$ cat src/common/cart_load_pkg.sv
// Cartridge loader shared types, download index codes and ROM header offsets
package cart_load_pkg;

	// ========================================
	// Vector types
	// ========================================
	typedef logic [7:0]  dl_index_t;
	typedef logic [24:0] dl_addr_t;
	typedef logic [15:0] dl_word_t;
	typedef logic [23:0] mem_mask_t;
	typedef logic [3:0]  mem_size_t;
	typedef logic [7:0]  rom_type_t;
	typedef logic [16:0] fill_addr_t;
	typedef logic [7:0]  fill_byte_t;
	typedef logic [31:0] cheat_word_t;
	typedef logic [2:0]  header_mode_t;

	// Memory clear sequencer
	typedef enum logic {
		CLR_IDLE,
		CLR_SWEEP
	} clear_state_t;

	// ========================================
	// Download index codes
	// ========================================
	// Cartridge index only looks at the low 6 bits
	localparam dl_index_t IDX_CART  = 8'h00;
	localparam dl_index_t IDX_CHEAT = 8'hFF;

	// Forced header modes
	localparam header_mode_t HM_AUTO    = 3'd0;
	localparam header_mode_t HM_NONE    = 3'd1;
	localparam header_mode_t HM_LOROM   = 3'd2;
	localparam header_mode_t HM_HIROM   = 3'd3;
	localparam header_mode_t HM_EXHIROM = 3'd4;

	// ========================================
	// Header layout
	// ========================================
	localparam dl_addr_t COPIER_HDR  = 25'h200;
	localparam dl_addr_t HDR_LO_SIZE = 25'h7FD6 + COPIER_HDR;
	localparam dl_addr_t HDR_HI_SIZE = 25'hFFD6 + COPIER_HDR;
	localparam dl_addr_t HDR_EX_SIZE = 25'h40FFD6 + COPIER_HDR;

	localparam mem_size_t DEFAULT_ROM_SIZE = 4'd12;
	localparam mem_mask_t MASK_UNIT        = 24'd1024;

	// Last address of the clear sweep
	localparam fill_addr_t FILL_LAST = '1;

endpackage
$ cat src/rtl/cart_loader.sv
// Cartridge loading front end with header parse, cheat assembly and memory clear
`timescale 1ns/1ps

module cart_loader import cart_load_pkg::*; (
	input  logic         clk_sys,
	input  logic         RESET,
	input  logic         ioctl_download,
	input  dl_index_t    ioctl_index,
	input  dl_addr_t     ioctl_addr,
	input  dl_word_t     ioctl_dout,
	input  logic         ioctl_wr,
	input  header_mode_t header_mode,
	input  logic [1:0]   region_sel,
	input  logic [1:0]   wram_init_sel,
	input  logic [1:0]   aram_init_sel,
	output rom_type_t    rom_type,
	output mem_mask_t    rom_mask,
	output mem_mask_t    ram_mask,
	output logic         pal,
	output cheat_word_t  cheat_flags,
	output cheat_word_t  cheat_addr,
	output cheat_word_t  cheat_compare,
	output cheat_word_t  cheat_replace,
	output logic         cheat_valid,
	output logic         cheat_reset,
	output logic         fill_wr,
	output fill_addr_t   fill_addr,
	output fill_byte_t   wram_fill,
	output fill_byte_t   aram_fill,
	output logic         clearing,
	output logic         cart_busy
);

	logic       cart_active;
	logic       hdr_wr;
	logic       code_wr;
	logic       sweep_en;
	fill_addr_t sweep_addr;

	// ========================================
	// Control
	// ========================================
	cart_load_ctrl i_ctrl (
		.clk_sys        (clk_sys),
		.RESET          (RESET),
		.ioctl_download (ioctl_download),
		.ioctl_index    (ioctl_index),
		.ioctl_wr       (ioctl_wr),
		.cart_active    (cart_active),
		.hdr_wr         (hdr_wr),
		.code_wr        (code_wr),
		.sweep_en       (sweep_en),
		.sweep_addr     (sweep_addr),
		.clearing       (clearing),
		.cart_busy      (cart_busy)
	);

	// ========================================
	// Datapath
	// ========================================
	rom_header_parse i_header (
		.clk_sys     (clk_sys),
		.RESET       (RESET),
		.cart_active (cart_active),
		.hdr_wr      (hdr_wr),
		.ioctl_addr  (ioctl_addr),
		.ioctl_dout  (ioctl_dout),
		.header_mode (header_mode),
		.region_sel  (region_sel),
		.rom_type    (rom_type),
		.rom_mask    (rom_mask),
		.ram_mask    (ram_mask),
		.pal         (pal)
	);

	cheat_code_assembler i_cheat (
		.clk_sys       (clk_sys),
		.RESET         (RESET),
		.cart_active   (cart_active),
		.code_wr       (code_wr),
		.ioctl_addr    (ioctl_addr),
		.ioctl_dout    (ioctl_dout),
		.cheat_flags   (cheat_flags),
		.cheat_addr    (cheat_addr),
		.cheat_compare (cheat_compare),
		.cheat_replace (cheat_replace),
		.cheat_valid   (cheat_valid),
		.cheat_reset   (cheat_reset)
	);

	ram_fill_pattern i_fill (
		.clk_sys       (clk_sys),
		.RESET         (RESET),
		.sweep_en      (sweep_en),
		.sweep_addr    (sweep_addr),
		.wram_init_sel (wram_init_sel),
		.aram_init_sel (aram_init_sel),
		.fill_wr       (fill_wr),
		.fill_addr     (fill_addr),
		.wram_fill     (wram_fill),
		.aram_fill     (aram_fill)
	);

endmodule

$ cat src/rtl/ram_fill_pattern.sv
// Work RAM and audio RAM fill pattern generator for the clear sweep
`timescale 1ns/1ps

module ram_fill_pattern import cart_load_pkg::*; (
	input  logic       clk_sys,
	input  logic       RESET,
	input  logic       sweep_en,
	input  fill_addr_t sweep_addr,
	input  logic [1:0] wram_init_sel,
	input  logic [1:0] aram_init_sel,
	output logic       fill_wr,
	output fill_addr_t fill_addr,
	output fill_byte_t wram_fill,
	output fill_byte_t aram_fill
);

	// Power-on RAM content of the different console revisions
	function automatic fill_byte_t fill_value(input logic [1:0] sel, input fill_addr_t addr);
		fill_byte_t val;
		case (sel)
			2'd0:    val = (addr[8] ^ addr[2]) ? 8'h66 : 8'h99;
			2'd1:    val = (addr[9] ^ addr[0]) ? 8'hFF : 8'h00;
			2'd2:    val = 8'h55;
			default: val = 8'hFF;
		endcase
		return val;
	endfunction

	always_ff @(posedge clk_sys) begin
		if (RESET) begin
			fill_wr <= 1'b0;
		end else begin
			fill_wr <= sweep_en;
		end
	end

	always_ff @(posedge clk_sys) begin
		fill_addr <= sweep_addr;
	end

	// Data follows the registered address
	assign wram_fill = fill_value(wram_init_sel, fill_addr);
	assign aram_fill = fill_value(aram_init_sel, fill_addr);

endmodule

$ cat src/rtl/cheat_code_assembler.sv
// Cheat record assembly from eight 16-bit code words
`timescale 1ns/1ps

module cheat_code_assembler import cart_load_pkg::*; (
	input  logic        clk_sys,
	input  logic        RESET,
	input  logic        cart_active,
	input  logic        code_wr,
	input  dl_addr_t    ioctl_addr,
	input  dl_word_t    ioctl_dout,
	output cheat_word_t cheat_flags,
	output cheat_word_t cheat_addr,
	output cheat_word_t cheat_compare,
	output cheat_word_t cheat_replace,
	output logic        cheat_valid,
	output logic        cheat_reset
);

	// Low half at even word, high half two bytes later
	always_ff @(posedge clk_sys) begin
		if (code_wr) begin
			case (ioctl_addr[3:0])
				4'd0:  cheat_flags[15:0]    <= ioctl_dout;
				4'd2:  cheat_flags[31:16]   <= ioctl_dout;
				4'd4:  cheat_addr[15:0]     <= ioctl_dout;
				4'd6:  cheat_addr[31:16]    <= ioctl_dout;
				4'd8:  cheat_compare[15:0]  <= ioctl_dout;
				4'd10: cheat_compare[31:16] <= ioctl_dout;
				4'd12: cheat_replace[15:0]  <= ioctl_dout;
				4'd14: cheat_replace[31:16] <= ioctl_dout;
				default: ;
			endcase
		end
	end

	// Last word of a record clocks it out
	always_ff @(posedge clk_sys) begin
		if (RESET) begin
			cheat_valid <= 1'b0;
			cheat_reset <= 1'b0;
		end else begin
			cheat_valid <= code_wr && (ioctl_addr[3:0] == 4'd14);
			// New code list or new cartridge drops all cheats
			cheat_reset <= (code_wr && ioctl_addr == '0) || cart_active;
		end
	end

endmodule

$ cat src/rtl/rom_header_parse.sv
// ROM header parser producing mapper type, address masks and video region
`timescale 1ns/1ps

module rom_header_parse import cart_load_pkg::*; (
	input  logic         clk_sys,
	input  logic         RESET,
	input  logic         cart_active,
	input  logic         hdr_wr,
	input  dl_addr_t     ioctl_addr,
	input  dl_word_t     ioctl_dout,
	input  header_mode_t header_mode,
	input  logic [1:0]   region_sel,
	output rom_type_t    rom_type,
	output mem_mask_t    rom_mask,
	output mem_mask_t    ram_mask,
	output logic         pal
);

	mem_size_t rom_size;
	mem_size_t ram_size;
	logic      rom_region;
	logic      forced;
	dl_addr_t  size_addr;
	dl_addr_t  ram_size_addr;

	// Size word location for the forced modes
	always_comb begin
		forced    = 1'b1;
		size_addr = '0;
		case (header_mode)
			HM_LOROM:   size_addr = HDR_LO_SIZE;
			HM_HIROM:   size_addr = HDR_HI_SIZE;
			HM_EXHIROM: size_addr = HDR_EX_SIZE;
			default:    forced    = 1'b0;
		endcase
	end

	// RAM size sits right after the ROM size word
	assign ram_size_addr = size_addr + dl_addr_t'(2);

	// ========================================
	// Header capture
	// ========================================
	always_ff @(posedge clk_sys) begin
		if (RESET) begin
			rom_size   <= DEFAULT_ROM_SIZE;
			ram_size   <= '0;
			rom_type   <= '0;
			rom_region <= 1'b0;
		end else if (hdr_wr) begin
			if (ioctl_addr == '0) begin
				rom_size <= DEFAULT_ROM_SIZE;
				ram_size <= '0;
				// Sizes packed in the first byte of an auto header
				if (header_mode == HM_AUTO && ioctl_dout[7:0] != 8'h00) begin
					rom_size <= ioctl_dout[3:0];
					ram_size <= ioctl_dout[7:4];
				end
				case (header_mode)
					HM_NONE,
					HM_LOROM:   rom_type <= 8'd0;
					HM_HIROM:   rom_type <= 8'd1;
					HM_EXHIROM: rom_type <= 8'd2;
					default:    rom_type <= ioctl_dout[15:8];
				endcase
			end

			if (ioctl_addr == dl_addr_t'(2)) begin
				rom_region <= ioctl_dout[8];
			end

			if (forced && ioctl_addr == size_addr) begin
				rom_size <= ioctl_dout[11:8];
			end
			if (forced && ioctl_addr == ram_size_addr) begin
				ram_size <= ioctl_dout[3:0];
			end
		end
	end

	// Masks in units of 1 KB
	assign rom_mask = (MASK_UNIT << rom_size) - mem_mask_t'(1);
	assign ram_mask = (ram_size == '0) ? '0 : (MASK_UNIT << ram_size) - mem_mask_t'(1);

	// Region only settles outside a cartridge download
	always_ff @(posedge clk_sys) begin
		if (RESET) begin
			pal <= 1'b0;
		end else if (!cart_active) begin
			pal <= (region_sel == 2'd0) ? rom_region : region_sel[1];
		end
	end

endmodule

$ cat src/rtl/cart_load_ctrl.sv
// Download index decode, write strobe qualification and memory clear sequencing
`timescale 1ns/1ps

module cart_load_ctrl import cart_load_pkg::*; (
	input  logic       clk_sys,
	input  logic       RESET,
	input  logic       ioctl_download,
	input  dl_index_t  ioctl_index,
	input  logic       ioctl_wr,
	output logic       cart_active,
	output logic       hdr_wr,
	output logic       code_wr,
	output logic       sweep_en,
	output fill_addr_t sweep_addr,
	output logic       clearing,
	output logic       cart_busy
);

	logic         cart_active_q;
	logic         cart_start;
	clear_state_t state;

	// ========================================
	// Index decode
	// ========================================
	assign cart_active = ioctl_download & (ioctl_index[5:0] == IDX_CART[5:0]);

	// Write strobes per download type
	assign hdr_wr  = ioctl_wr & cart_active;
	assign code_wr = ioctl_wr & ioctl_download & (ioctl_index == IDX_CHEAT);

	// Start of a cartridge download
	assign cart_start = cart_active & ~cart_active_q;

	always_ff @(posedge clk_sys) begin
		if (RESET) begin
			cart_active_q <= 1'b0;
		end else begin
			cart_active_q <= cart_active;
		end
	end

	// ========================================
	// Clear sweep
	// ========================================
	// A new start restarts the sweep from address 0
	always_ff @(posedge clk_sys) begin
		if (RESET) begin
			state      <= CLR_IDLE;
			sweep_addr <= '0;
		end else if (cart_start) begin
			state      <= CLR_SWEEP;
			sweep_addr <= '0;
		end else begin
			case (state)
				CLR_IDLE: begin
					sweep_addr <= '0;
				end
				CLR_SWEEP: begin
					// Counter wraps back to 0 after the last address
					sweep_addr <= sweep_addr + fill_addr_t'(1);
					if (sweep_addr == FILL_LAST) begin
						state <= CLR_IDLE;
					end
				end
				default: begin
					state <= CLR_IDLE;
				end
			endcase
		end
	end

	assign clearing = (state == CLR_SWEEP);
	assign sweep_en = clearing;

	// Busy over the whole download and the sweep behind it
	assign cart_busy = cart_active | clearing;

endmodule

$ cat config.mk
export PLATFORM = sky130hd
export DESIGN_NAME = cart_loader
export DESIGN_NICKNAME = d
export VERILOG_FILES = /design/src/common/cart_load_pkg.sv /design/src/rtl/cart_loader.sv /design/src/rtl/ram_fill_pattern.sv /design/src/rtl/cheat_code_assembler.sv /design/src/rtl/rom_header_parse.sv /design/src/rtl/cart_load_ctrl.sv
export SDC_FILE = /design/constraint.sdc
export NUM_CORES = 1
export LEC_CHECK = 0
export CORE_AREA = 2 2 112 114
export DETAILED_ROUTE_END_ITERATION = 10
export DIE_AREA = 0 0 114 116
export DONT_BUFFER_PORTS = 1
export GPL_TIMING_DRIVEN = 0
export PLACE_DENSITY = 0.77
export SLEW_MARGIN = 20
export SYNTH_ARGS = -nofsm -noshare
export SYNTH_HDL_FRONTEND = slang
export SYNTH_HIERARCHICAL = 1
export SYNTH_SLANG_ARGS = --single-unit
$ cat constraint.sdc
create_clock -name clk_sys -period 4.35 [get_ports clk_sys]
set_clock_uncertainty 0.2 [all_clocks]
set_input_delay 0.2175 -clock clk_sys [delete_from_list [all_inputs] [get_ports clk_sys]]
set_output_delay 0.2175 -clock clk_sys [all_outputs]
set_load 0.03 [all_outputs]
Word level (Yosys, flattened, before mapping)
Cells that the tools add are included.
- register bits after elaboration: 185
- output and inout port bits: 223
- latch bits: 0
- input bits: 62
- memory bits (read-only): 0
- memories: 0
- bits in writable memories: 0
- bitwise gates (word level): 10
- reduce and logical (&&, ||, !) cells: 32
- multiplexer cells: 19
- order comparisons: 0
- $mul: 0
- equal/unequal tests: 20
- shift operators: 2
- add/subtract/negate cells: 4
- divide/modulo/power cells: 0
- operator list (cell ; number):
    $pmux 8 s3 ; 3
    $pmux 23 s3 ; 1
    $shl 11x4->24 const A ; 2
    $sub 24x1->24 const B ; 2
    $pmux 17 s2 ; 1
    $eq 25x2->1 const B ; 1
    $eq 25x23->1 ; 1
    $eq 25x25->1 ; 1
    $logic_not 25->1 ; 1
    $add 23x2->24 const B ; 1
    $mux 24 ; 1
    $mux 4 ; 6
    $reduce_and 2->1 ; 12
    $add 17x1->17 const B ; 1
    $eq 17x17->1 const B ; 1
    $eq 4x4->1 const B ; 4
    $mux 8 ; 2
    $eq 4x3->1 const B ; 2
    $eq 8x8->1 const B ; 1
    $logic_not 4->1 ; 2
    $reduce_bool 8->1 ; 1
    $eq 3x2->1 const B ; 2
    $logic_not 2->1 ; 3
    $logic_not 6->1 ; 1
    16 further kinds ; 34

Longest topological paths before layout
- depth after elaboration: 7
- gate-level depth with buffers: 9
- depth with buffers taken out: 8

Cells and area by module
Netlist, hierarchy kept.
- modules (own cells, without submodules) (module ; times used ; cells each ; area an instance (um2)):
    cheat_code_assembler ; 1 ; 153 ; 4031.4
    rom_header_parse ; 1 ; 236 ; 1719.1
    cart_load_ctrl ; 1 ; 99 ; 892.1
    ram_fill_pattern ; 1 ; 47 ; 571.8

Worst setup path before layout
No wires, ideal clock.
- path kind: input port to flip-flop
- start point: in ioctl_wr
- end point: reg i_cheat.cheat_flags[16] (enable)
- data required time: 3718 ps
- stages: 4
- library setup time: 432 ps
- buffers on the path: 0
- arrival: 2272 ps
- slack: 1447 ps
- path through: nand4_1 -> nor3_1 -> nand2_1 -> nor4_1
- word-level cells in the longest chain between the ends: 3
- ends and longest elaborated chain (element ; RTL line ; text):
    from (decl) ; cart_loader.sv:11 ; input logic ioctl_wr,
    $and 1x1->1 (2 in series) ; cart_load_ctrl.sv:30 ; assign code_wr = ioctl_wr & ioctl_download & (ioctl_index == IDX_CHEAT);
    net code_wr ; cart_loader.sv:36 ; logic code_wr;
    $reduce_and 2->1 (no source line) ; - ;
    to (signal assigned) ; cheat_code_assembler.sv:24 ; 4'd2: cheat_flags[31:16] <= ioctl_dout;
    to (decl) ; cheat_code_assembler.sv:11 ; output cheat_word_t cheat_flags,
The timed path passes the listed nets, and every way through them passes these cells.
A chain may end at the register's enable or synchronous reset.

Worst setup path in the final report
- start point: reg i_header.rom_size[2]
- end point: out rom_mask[16]
- word-level cells in the longest chain between the ends: 2
- ends and longest elaborated chain (element ; RTL line ; text):
    from (decl) ; rom_header_parse.sv:19 ; mem_size_t rom_size;
    from (signal assigned) ; rom_header_parse.sv:56 ; rom_size <= ioctl_dout[3:0];
    from (signal assigned) ; rom_header_parse.sv:73 ; rom_size <= ioctl_dout[11:8];
    $shl 11x4->24 ; rom_header_parse.sv:82 ; assign rom_mask = (MASK_UNIT << rom_size) - mem_mask_t'(1);
    $sub 24x1->24 ; rom_header_parse.sv:82 ;
    to (decl) ; cart_loader.sv:17 ; output mem_mask_t rom_mask,
No other way between the ends.

==> results.md <==
- Syn Inst Count: 535
- Clock Root Buffer: clkbuf_16
- Busiest grt layer: met2
- Maximum achievable frequency: 320.6 MHz
- Post-CTS clock slew at the launch and capture registers of the worst setup and hold paths: 0.07 ns
- RSZ-0062 raised after global routing: no
- Total vias in the final route: 4758
- Inst Count DP: 704
- Total gr overflow: 0
- Multiplexer fraction of the synthesized cell area: 0.2948%
- Leading cell type by number of instances after synthesis: edfxtp_1
- Critical register-to-register path startpoint: i_ctrl/sweep_addr[0]
- Total setup violations reported at the end of the flow: 0
- Number of global-route vias before repair: 4398
- Instance count along the most critical hold path: 3
- Area delta synth->final: 18.04%
- Result of the run: completed
- Synth Register Bits: 185
- Number of antenna-violating nets in the routed design: 0
- Port Buf Inserts: 0
- Filler-free cell count of the finished design: 772
- Number of clock buffers inserted by TritonCTS: 17
- # DRC: 0
- Boundary pin count: 285
- Slew of the pin with the lowest slew margin: 1.065 ns
- Die Area: 13220 µm²
- Height of the die: 116 µm
- Yosys top cell by area: edfxtp_1
- Detailed Route Iter0 Violations: 510
- Wire length of the first global-routing pass: 25790 µm
- Final critical delay including setup and external delays: 3.119 ns
- Largest cells by area after synthesis: edfxtp_1, dfxtp_1, buf_4
- Standard cell core area: 11910 µm²
- Final max-slew violation count: 0
- Simple-Gate Fraction of Synth Area: 15.16%
- Final clock period utilization by the worst path: 71.70%
- Met2 Usage GRT: 47.54%
- Hold Fails Final Rpt: 0
- Register-to-Register Setup Slack: 1.54 ns
- Share of synthesized cell area in full adder, half adder and majority cells: 0.8325%
- Number of levels the H-tree was split into: 4
- Routed Wire Length: 18030 µm
- Post-DR vias/cell: 6.163
- Ys async rst share: 0%
- CTS sink count: 185
- Max-capacitance violation count: 0
- Area of the mapped netlist: 7214 µm²
- Number of buffers added for setup after CTS: 0
- Reg2Reg Depth: 8
- Startpoint Class: register
- Yosys top cell area share: 53.28%
- Initial DRT Pass Iterations: 5
- Synthesized-area fraction occupied by ao, oa, aoi and oai cells: 7.024%
- Worst Setup End Kind: output pin
- Starting Density: 60.57%
- Worst rel slew slack: 28.39%
- Worst ir drop on vdd: 0.0002509 V
- Largest driver fanout on the critical path: 8
- CP Class: register to output pin
- Sequential fraction of the synthesis area: 69.09%
- Required time at the worst-slack endpoint: 3.93 ns
- Warnings, synthesis: 6
- Bufs on Longest Clock Path: 2
- Number of nets in the layout: 677
- Power density over the cells: 409.4 nW/µm²
- GRT Util Overall: 26.63%
- Reg2reg end: i_ctrl/clearing
- Type of the worst min-delay path: input pin to register
- Maximum number of pins on one net before global-route repair: 19
- Main combinational cell family by area after synthesis: simple AND/OR/NAND/NOR gates
- Synth Area in XOR/XNOR: 2.515%
- Worst hold start: ioctl_dout[4]
- Last weighted congestion value of the routability-driven placer: 0.8070
- Number of antenna violations at the first check in global routing: 1
- Critical path data arrival time: 2.70 ns
- Leakage power of the design: 2.883 nW
- Hold EP: i_header/ram_size[0]
- Pre-CTS setup slack: 1.152 ns
- Routed wirelength normalized by instance count: 23.35 µm
- Share of cells above drive strength 1: 17.95%
- Die width: 114 µm
- Number of distinct library cell variants in the gate-level netlist after synthesis: 69
- Routing usage on met1: 31.35%
- Average footprint of a synthesized cell: 13.48 µm²
- Rows: 40
- Clock latency on the worst-skew pair: 0.42 ns
- Final design utilization: 71.49%
- Synth Flop Type: edfxtp_1
- Final worst slack: 1.231 ns
- Commonest cells in the synthesized netlist: edfxtp_1, dfxtp_1, nor2_1
- DP Wirelength: 12290 µm
- Met3 Use GR: 7.531%
- CTS tree: yes
- Number of flops mapped to enable cells by yosys: 128
- Total design power: 3.487 mW
==> logic make-up (layout without fill, tap and decap cells) <==
| kind of cell | after synthesis | count (layout) |
|---|---|---|
| AO/OA/AOI/OAI | 73 | 73 |
| flip-flops | 185 | 185 |
| adder cells (fa/ha/maj) | 5 | 5 |
| other | 1 | 11 |
| buffers and inverters | 61 | 141 |
| XOR/XNOR | 19 | 19 |
| multiplexers | 2 | 2 |
| AND/OR/NAND/NOR | 189 | 189 |
==> layout make-up <==
class / instances / area (µm²)
inverters: 19 / 71.32
fillers: 811 / 3396
plain buffers: 42 / 291.5
clock inverters: 14 / 125.1
clock buffers: 18 / 450.4
well taps: 147 / 183.9
multi-input cells: 298 / 1936
flip-flops and latches: 185 / 4985
diodes: 1 / 2.502
repair buffers: 48 / 470.5
==> worst max-delay path: stages (launching register included) <==
cell and delay (ns):
dfxtp_1 0.30, clkbuf_1 0.16, nor2_1 0.23, nand2_1 0.27, ha_1 0.37, nor3_1 0.16, nor2_1 0.05, o21ai_0 0.72
==> registers in the layout (all words and copies together), names as in the netlist <==
signal / flops
i_header/rom_region: 1
i_header/pal: 1
i_header/ram_size: 4
i_fill/fill_wr: 1
i_ctrl/cart_active_q: 1
i_cheat/cheat_flags: 32
i_cheat/cheat_compare: 32
i_header/rom_size: 4
i_header/rom_type: 8
i_ctrl/sweep_addr: 17
i_cheat/cheat_valid: 1
i_ctrl/clearing: 1
i_fill/fill_addr: 17
i_cheat/cheat_reset: 1
i_cheat/cheat_addr: 32
i_cheat/cheat_replace: 32
==> metrics by stage <==
step	TNS, ns	hold WS, ns	area (µm²)
6_report	0	0.02173	8516
5_1_grt	0	0.01786	8516
4_1_cts	0	0.0007013	8503
3_5_place_dp	0	0.09553	7587
3_3_place_gp	-6.660	0.09034	7432
2_1_floorplan	0	0.08657	7248
==> per-layer routing <==
layer	share of wire, %	wire, µm	vias to the layer above
met4	1.6	297	0
li1	-	-	2110
met5	0	0	-
met3	9.4	1688	30
met2	53	9537	342
met1	36	6503	2276
==> how the worst max path moves through the flow <==
stage / start / to / slack, ns / cells after the start
CTS: i_header/rom_size[2] / rom_mask[16] / 1.22 / 7
detailed placement: ioctl_index[3] / i_header/rom_size[0] / 1.15 / 8
global route: i_header/rom_size[2] / rom_mask[16] / 1.05 / 7
finish: i_header/rom_size[2] / rom_mask[16] / 1.23 / 7
floorplan: ioctl_wr / i_cheat/cheat_flags[16] / 1.45 / 4
global placement: ioctl_wr / i_cheat/cheat_flags[18] / -0.42 / 4
==> where the power goes <==
group	total, mW	switching [mW]	leakage [nW]	internal (mW)
clock network	1.47	0.677	0.292	0.790
logic	0.140	0.0896	0.981	0.0505
registers	1.88	0.00228	1.61	1.88
==> cell usage in the layout, fill, tap and decap left out, types with 9 or more instances in the layout <==
cell | netlist | layout
edfxtp_1 | 128 | 128
dfxtp_1 | 57 | 57
nor2_1 | 43 | 40
dlygate4sd3_1 | 0 | 35
nand2_1 | 33 | 33
buf_4 | 28 | 32
a21oi_1 | 20 | 20
inv_1 | 18 | 19
clkbuf_16 | 0 | 18
nor3_1 | 20 | 17
a211oi_1 | 16 | 16
xnor2_1 | 15 | 15
nor4_1 | 15 | 14
nand4_1 | 12 | 12
conb_1 | 1 | 10
nand3_1 | 9 | 9
clkbuf_1 | 9 | 9
==> what timing repair did <==
| action | CTS | global route |
|---|---|---|
| hold endpoints to repair | 208 | 6 |
| resized for setup | 0 | 0 |
| hold buffers | 34 | 1 |
Power figures use the tool's default switching activity.
